File: config.mk
export PLATFORM = sky130hd
export DESIGN_NAME = core_lockstep
export DESIGN_NICKNAME = d
export VERILOG_FILES = /design/src/lockstep_pkg.sv /design/src/acc_core.sv /design/src/lockstep_delay.sv /design/src/lockstep_shadow.sv /design/src/lockstep_cmp_ctrl.sv /design/src/core_lockstep.sv
export SDC_FILE = /design/constraint.sdc
export NUM_CORES = 1
export LEC_CHECK = 0
export ABC_AREA = 1
export BUFFER_PORTS_ARGS = -buffer_cell sky130_fd_sc_hd__buf_2
export CAP_MARGIN = 15
export CORE_AREA = 2 2 233 235
export DETAILED_ROUTE_END_ITERATION = 10
export DIE_AREA = 0 0 235 237
export PLACE_DENSITY = 0.46
export SYNTH_ARGS = -nofsm -noshare
export SYNTH_HDL_FRONTEND = slang
export SYNTH_SLANG_ARGS = --single-unit
File: constraint.sdc
create_clock -name clk_i -period 1.9 [get_ports clk_i]
set_input_delay 0.38 -clock clk_i [delete_from_list [all_inputs] [get_ports clk_i]]
set_output_delay 0.38 -clock clk_i [all_outputs]
set_load 0.1 [all_outputs]
File: src/lockstep_pkg.sv
/*
  Shared types and constants for the lockstep checker and its small core.
  Bus addresses are byte addresses and every access is one 32-bit word.
  BURST_LEN must be at least 2 so that the burst counter has one bit or more.
*/
package lockstep_pkg;

  ////////////////////////////////////////
  // Widths
  ////////////////////////////////////////

  typedef logic [31:0] addr_t;
  typedef logic [31:0] data_t;

  // Reads per accumulation burst
  localparam int unsigned BURST_LEN = 4;

  typedef logic [$clog2(BURST_LEN)-1:0] burst_cnt_t;

  // First read address, word aligned
  localparam addr_t BASE_ADDR = 32'h0000_1000;

  // The sum lands right after the burst window
  localparam addr_t WRITE_ADDR = BASE_ADDR + addr_t'(4 * BURST_LEN);

  ////////////////////////////////////////
  // Core boundary
  ////////////////////////////////////////

  // Everything the core samples
  typedef struct packed {
    logic  data_gnt;
    logic  data_rvalid;
    data_t data_rdata;
    logic  data_err;
    logic  fetch_en;
  } core_in_t;

  // Everything the core drives, compared by the checker
  typedef struct packed {
    logic  data_req;
    logic  data_we;
    addr_t data_addr;
    data_t data_wdata;
  } core_out_t;

endpackage

File: src/acc_core.sv
/*
  Small accumulator core. It reads BURST_LEN words from BASE_ADDR and sums them,
  then writes the sum to WRITE_ADDR. A request is held until data_gnt is seen.
  Errored reads still add their data. alert_bus_o pulses one cycle after an error.
*/
`timescale 1ns/1ps

module acc_core (
  input  logic                    clk_i,
  input  logic                    rst_ni,
  input  lockstep_pkg::core_in_t  core_i,
  output lockstep_pkg::core_out_t core_o,
  output logic                    alert_bus_o
);
  import lockstep_pkg::*;

  typedef enum logic [2:0] {
    idle,
    read_req,
    read_wait,
    write_req,
    write_wait
  } state_e;

  state_e     state_q, state_d;
  burst_cnt_t cnt_q, cnt_d;
  data_t      sum_q, sum_d;
  logic       alert_q;

  ////////////////////////////////////////
  // Next state
  ////////////////////////////////////////

  always_comb begin
    state_d = state_q;
    cnt_d   = cnt_q;
    sum_d   = sum_q;
    unique case (state_q)
      idle: begin
        if (core_i.fetch_en) begin
          state_d = read_req;
        end
      end
      read_req: begin
        if (core_i.data_gnt) begin
          state_d = read_wait;
        end
      end
      read_wait: begin
        if (core_i.data_rvalid) begin
          sum_d = sum_q + core_i.data_rdata;
          if (cnt_q == burst_cnt_t'(BURST_LEN - 1)) begin
            state_d = write_req;
          end else begin
            cnt_d   = cnt_q + 1'b1;
            state_d = read_req;
          end
        end
      end
      write_req: begin
        if (core_i.data_gnt) begin
          state_d = write_wait;
        end
      end
      write_wait: begin
        if (core_i.data_rvalid) begin
          // Burst done, start over from the base address
          sum_d   = '0;
          cnt_d   = '0;
          state_d = core_i.fetch_en ? read_req : idle;
        end
      end
      default: state_d = idle;
    endcase
  end

  always_ff @(posedge clk_i or negedge rst_ni) begin
    if (!rst_ni) begin
      state_q <= idle;
      cnt_q   <= '0;
      sum_q   <= '0;
      alert_q <= 1'b0;
    end else begin
      state_q <= state_d;
      cnt_q   <= cnt_d;
      sum_q   <= sum_d;
      alert_q <= core_i.data_rvalid & core_i.data_err;
    end
  end

  ////////////////////////////////////////
  // Bus outputs
  ////////////////////////////////////////

  // Held stable from state registers until the grant
  assign core_o.data_req   = (state_q == read_req) || (state_q == write_req);
  assign core_o.data_we    = (state_q == write_req);
  assign core_o.data_addr  = (state_q == write_req) ? WRITE_ADDR
                                                    : BASE_ADDR + (addr_t'(cnt_q) << 2);
  assign core_o.data_wdata = sum_q;

  assign alert_bus_o = alert_q;

endmodule

File: src/lockstep_delay.sv
/*
  Shift register delaying a packed vector by Depth cycles, Depth at least 1.
  All stages clear on reset, so the output is zero for Depth cycles after it.
*/
`timescale 1ns/1ps

module lockstep_delay #(
  parameter int unsigned Width = 8,
  parameter int unsigned Depth = 2
) (
  input  logic             clk_i,
  input  logic             rst_ni,
  input  logic [Width-1:0] d_i,
  output logic [Width-1:0] q_o
);

  logic [Depth-1:0][Width-1:0] stage_q;

  // Stage 0 takes the input, the last stage drives the output
  always_ff @(posedge clk_i or negedge rst_ni) begin
    if (!rst_ni) begin
      stage_q <= '0;
    end else begin
      stage_q[0] <= d_i;
      for (int unsigned i = 1; i < Depth; i++) begin
        stage_q[i] <= stage_q[i-1];
      end
    end
  end

  assign q_o = stage_q[Depth-1];

endmodule

File: src/lockstep_shadow.sv
/*
  Shadow path of the checker. Main core inputs are delayed by LockstepOffset
  cycles and fed to a second acc_core that runs on the late shadow reset.
  Shadow outputs are registered once more to line up with the main delay line.
*/
`timescale 1ns/1ps

module lockstep_shadow #(
  parameter int unsigned LockstepOffset = 2
) (
  input  logic                    clk_i,
  input  logic                    rst_ni,
  input  logic                    shadow_rst_ni,
  input  lockstep_pkg::core_in_t  main_in_i,
  output lockstep_pkg::core_out_t shadow_out_o,
  output logic                    shadow_alert_bus_o
);
  import lockstep_pkg::*;

  core_in_t  shadow_in;
  core_out_t shadow_out_d;

  ////////////////////////////////////////
  // Input delay
  ////////////////////////////////////////

  lockstep_delay #(
    .Width ($bits(core_in_t)),
    .Depth (LockstepOffset)
  ) u_in_delay (
    .clk_i  (clk_i),
    .rst_ni (rst_ni),
    .d_i    (main_in_i),
    .q_o    (shadow_in)
  );

  ////////////////////////////////////////
  // Shadow core
  ////////////////////////////////////////

  acc_core u_shadow_core (
    .clk_i       (clk_i),
    .rst_ni      (shadow_rst_ni),
    .core_i      (shadow_in),
    .core_o      (shadow_out_d),
    .alert_bus_o (shadow_alert_bus_o)
  );

  // One extra stage, matched by LockstepOffset+1 on the main side
  always_ff @(posedge clk_i) begin
    shadow_out_o <= shadow_out_d;
  end

endmodule

File: src/lockstep_cmp_ctrl.sv
/*
  Startup control and output compare. The shadow reset is released exactly
  LockstepOffset edges after rst_ni rises and the compare starts one edge later.
  LockstepOffset must be at least 2.
*/
`timescale 1ns/1ps

module lockstep_cmp_ctrl #(
  parameter int unsigned LockstepOffset = 2
) (
  input  logic                    clk_i,
  input  logic                    rst_ni,
  input  lockstep_pkg::core_out_t main_out_dly_i,
  input  lockstep_pkg::core_out_t shadow_out_i,
  input  logic                    shadow_alert_bus_i,
  output logic                    shadow_rst_no,
  output logic                    alert_major_internal_o,
  output logic                    alert_major_bus_o
);

  localparam int unsigned CntW = $clog2(LockstepOffset);

  typedef logic [CntW-1:0] startup_cnt_t;

  localparam startup_cnt_t CntMax = startup_cnt_t'(LockstepOffset - 1);

  startup_cnt_t startup_cnt_q;
  logic         shadow_set_q;
  logic         enable_cmp_q;

  ////////////////////////////////////////
  // Startup sequence
  ////////////////////////////////////////

  // Counter saturates, set flop follows one edge after it reaches the top
  always_ff @(posedge clk_i or negedge rst_ni) begin
    if (!rst_ni) begin
      startup_cnt_q <= '0;
      shadow_set_q  <= 1'b0;
      enable_cmp_q  <= 1'b0;
    end else begin
      if (startup_cnt_q != CntMax) begin
        startup_cnt_q <= startup_cnt_q + 1'b1;
      end
      shadow_set_q <= (startup_cnt_q == CntMax);
      enable_cmp_q <= shadow_set_q;
    end
  end

  assign shadow_rst_no = shadow_set_q;

  ////////////////////////////////////////
  // Compare and alerts
  ////////////////////////////////////////

  assign alert_major_internal_o = enable_cmp_q & (main_out_dly_i != shadow_out_i);

  // Already a registered single-cycle pulse from the shadow core
  assign alert_major_bus_o = shadow_alert_bus_i;

endmodule

File: src/core_lockstep.sv
/*
  Lockstep checker top level. Takes the main core's inputs and outputs, runs a
  shadow core LockstepOffset cycles behind and compares the outputs.
  LockstepOffset must be at least 2. No back-pressure, values are taken every cycle.
*/
`timescale 1ns/1ps

module core_lockstep #(
  parameter int unsigned LockstepOffset = 2
) (
  input  logic                    clk_i,
  input  logic                    rst_ni,
  input  lockstep_pkg::core_in_t  main_in_i,
  input  lockstep_pkg::core_out_t main_out_i,
  output logic                    alert_major_internal_o,
  output logic                    alert_major_bus_o
);
  import lockstep_pkg::*;

  // Main outputs wait one extra cycle for the shadow output register
  localparam int unsigned OutputsOffset = LockstepOffset + 1;

  if (LockstepOffset < 2) begin : gen_offset_check
    $error("LockstepOffset must be at least 2");
  end

  core_out_t main_out_dly;
  core_out_t shadow_out;
  logic      shadow_alert_bus;
  logic      shadow_rst_n;

  lockstep_delay #(
    .Width ($bits(core_out_t)),
    .Depth (OutputsOffset)
  ) u_out_delay (
    .clk_i  (clk_i),
    .rst_ni (rst_ni),
    .d_i    (main_out_i),
    .q_o    (main_out_dly)
  );

  lockstep_shadow #(
    .LockstepOffset (LockstepOffset)
  ) u_shadow (
    .clk_i              (clk_i),
    .rst_ni             (rst_ni),
    .shadow_rst_ni      (shadow_rst_n),
    .main_in_i          (main_in_i),
    .shadow_out_o       (shadow_out),
    .shadow_alert_bus_o (shadow_alert_bus)
  );

  lockstep_cmp_ctrl #(
    .LockstepOffset (LockstepOffset)
  ) u_cmp_ctrl (
    .clk_i                  (clk_i),
    .rst_ni                 (rst_ni),
    .main_out_dly_i         (main_out_dly),
    .shadow_out_i           (shadow_out),
    .shadow_alert_bus_i     (shadow_alert_bus),
    .shadow_rst_no          (shadow_rst_n),
    .alert_major_internal_o (alert_major_internal_o),
    .alert_major_bus_o      (alert_major_bus_o)
  );

endmodule

==> results.md <==
* Status: complete, but fails checks
* Failing checks: setup timing
* CP delay by family, top: simple AND/OR/NAND/NOR gates
* Die footprint at 0.05570 mm^2
* Worst-case vdd ir drop at 0.6574 mV
* Setup TNS at -0.4783 ns
* Critical Path Max Stage Delay at 0.37 ns
* FMAX at 420.5 MHz
* CP Capture Type: primary output
* Drt initial violations at 302
* Nets at 1589
* Fraction of synthesized area in multiplexers at 0%
* Crit share post-route at 125.2%
* Pwr/cell area at 1402 mW/mm^2
* Post-place setup slack at -0.2668 ns
* Routed WL at 29050 um
* Post-synthesis cell count at 1112
* Worst reg-to-reg path cell count at 7
* Dpl hpwl at 20880 um
* Via count at 8195
* Clk_lat worst skew at 0.56 ns
* FF-to-FF End: u_shadow.u_shadow_core.sum_q[4]
* Buffers and inverters on the worst path at 1
* GP Congestion at 0.8166
* Layout cells sized above 1 at between 30 and 40%
* Most frequent cells in the layout: 311 x dfrtp_1, 263 x nand2_1, 135 x inv_1
* Unique masters post-synth at 38
* Final cell count without fillers at 2176
* ANT nets after route at 0
* Filler instances at around 5400
* CTS buffer count at 38
* Total Routing Usage GR at 10.81%
* # placed instances at roughly 2000
* Hold Path Class: reg -> async
* Via density at ~3.8
* Reg2reg setup slack at 0.01 ns
* Die Span Y at 237 um
* Synth-to-Final Area Change at 44.82%
* Crit path DAT at 2.00 ns
* CP max-delay cell: dfrtp_1
* Synthesized area at 0.01210 mm^2
* Endpoints failing hold at 0
* Worst Path Required at 1.52 ns
* Root buffer cell: clkbuf_16
* Core area at 0.05328 mm^2
* Commonest non-fill, non-tap cell in the layout: dfrtp_1
* Post-route minimum period at 2.378 ns
* Synthesized area per cell at 10.88 um^2
* Rows at between 80 and 90
* Layout Skew at 0.02508 ns
* RSZ-0062 raised after global routing: yes
* Total Power at 24.56 mW
* CTS tree: built
* Adder-Cell Fraction of Synth Area at 3.475%
* Initial Util at 22.71%
* Longest Clk Path Bufs at 3
* Number of port buffers at 105
* Final setup fails at 1
* Clk sinks at 348
* First-pass GRT wire length at approximately 47000 um
* Simple-gate area share of the yosys netlist at between 10% and 20%
* Chip Width at about 240 um
* Vias in the first global route at 8773
* Largest family of logic cells by synthesized area: simple AND/OR/NAND/NOR gates
* DR pass1 iterations at 4
* DRC viols at 0
* Crit-path cells: or2_2 -> nand2_1 -> nor2_1 -> nand3_1 -> nor2_1 -> nand2_1 -> nor2_4 -> a21boi_4 -> buf_12
* Yosys warns at 0
* Synth Area in Compound Gates at 3.620%
* Post-synthesis sequential area ratio at 70.45%
* Critical path class: reg -> out
* Critical Path Fanout Max at 2
* Seq cells post-synth at 348
* Syn_nets at 1249
* Lkg Pwr at 8.465 nW
* CP Launch Type: flip-flop
* IO Pins at 106
* CTS H-tree lvls at 2
* Wire per inst at 13.35 um
* Clock-pin transition on the worst setup and hold timing paths at 0.06 ns
* Final Max Tran Viols at 0
* Initial antenna violation count at 0
* Fin worst setup slack at -0.4783 ns
* Reg2reg start: u_shadow.u_in_delay.q_o[2]
* ANT cells at 0
* Grt ovf at 0
* Largest net degree at the start of global routing at 66
* Synth Area in XOR/XNOR at 1.158%
* Max cap viols at 0
## logic make-up after synthesis
logic type	after synthesis
simple gates	480
fa+ha+maj	33
compound gates	77
buf+inv	157
other cells	1
flops	348
xor+xnor	16
## worst max path at each step
stage                              from                endpoint  slack, ns  cells past startpoint
finish              u_out_delay.q_o[10]  alert_major_internal_o      -0.48                      9
global route        u_out_delay.q_o[26]  alert_major_internal_o      -0.63                      9
CTS                 u_out_delay.q_o[29]  alert_major_internal_o      -0.57                      8
detailed placement  u_out_delay.q_o[33]  alert_major_internal_o      -0.27                      8
global placement    u_out_delay.q_o[33]  alert_major_internal_o      -0.32                      8
floorplan           u_out_delay.q_o[10]  alert_major_internal_o       0.04                      8
## per-layer routing
layer  track usage [%]  wire length (um)
met1             13.99             13470
met2             18.13             13950
met4             3.548               646
met5                 0                 0
met3             2.110               989
## synth_stat cells
cell | number | share of area (%)
o31ai_1 | 1 | 0.062
nor3_2 | 1 | 0.083
a21oi_2 | 1 | 0.072
xnor2_1 | 9 | 0.65
ha_1 | 32 | 3.3
dfrtp_1 | 311 | 64
a21o_1 | 1 | 0.062
buf_2 | 2 | 0.083
nand4_1 | 7 | 0.36
o21bai_1 | 3 | 0.19
nor2_1 | 71 | 2.2
nor3b_1 | 1 | 0.062
dfxtp_1 | 37 | 6.1
buf_6 | 1 | 0.093
a32o_1 | 2 | 0.17
fa_1 | 1 | 0.17
a21boi_0 | 1 | 0.062
inv_2 | 3 | 0.093
a22o_1 | 3 | 0.22
nand2_1 | 322 | 10
o22ai_1 | 7 | 0.36
nor2_2 | 6 | 0.31
nand3_2 | 2 | 0.17
and2_1 | 2 | 0.10
inv_1 | 148 | 4.6
clkbuf_1 | 1 | 0.031
a31oi_1 | 1 | 0.052
o211ai_1 | 1 | 0.062
nor3_1 | 10 | 0.41
o21ai_1 | 3 | 0.12
o21ai_0 | 21 | 0.87
xor2_1 | 7 | 0.51
nand3_1 | 43 | 1.8
conb_1 | 1 | 0.031
or2_2 | 7 | 0.36
a21oi_1 | 32 | 1.3
nand2_2 | 8 | 0.41
buf_4 | 2 | 0.12
## timing repair
action | 4_1_cts | 5_1_grt
hold buffers | 103 | 0
pin swaps | 10 | 50
setup buffers | 2 | 15
endpoints found under the setup margin | 24 | 23
hold endpoints to repair | 136 | 0
resized for setup | 55 | 154
## stage by stage
stage	hold slack [ns]	util, %	cell area, um^2
finish	0.1991	32.88	17520
CTS	0.2253	31.53	16800
global route	0.2561	32.88	17520
floorplan	0.08441	-	12110
detailed placement	0.2207	26.56	14150
global placement	0.2207	26.56	14150
## area by class of cell
| cell class | instances | area, um^2 | area share, % |
|---|---|---|---|
| tap | 696 | 870.8 | 4.970 |
| inverter | 151 | 566.8 | 3.235 |
| clock inverter | 17 | 289.0 | 1.650 |
| multi-input combinational | 607 | 3805 | 21.72 |
| sequential | 348 | 8523 | 48.65 |
| clock buffer | 51 | 1060 | 6.049 |
| timing repair buffer | 306 | 2406 | 13.73 |
## flip-flops by register name, indices dropped and copies added, names as in the netlist
register and count:
u_out_delay.q_o 66, u_shadow.u_in_delay.stage_q 36, u_cmp_ctrl.enable_cmp_q 1, u_shadow.u_shadow_core.alert_bus_o 1
u_cmp_ctrl.shadow_rst_no 1, u_out_delay.stage_q 132, u_shadow.u_in_delay.q_o 36, u_shadow.u_shadow_core.state_q 3
u_shadow.u_shadow_core.cnt_q 2, u_shadow.u_shadow_core.sum_q 32, u_cmp_ctrl.startup_cnt_q 1, u_shadow.shadow_out_o 37
## where the power goes
| part | switching, mW | internal (mW) |
|---|---|---|
| Sequential | 0.640 | 8.44 |
| Combinational | 4.25 | 3.42 |
| Clock | 3.01 | 4.80 |
Power figures use the tool's default switching activity.
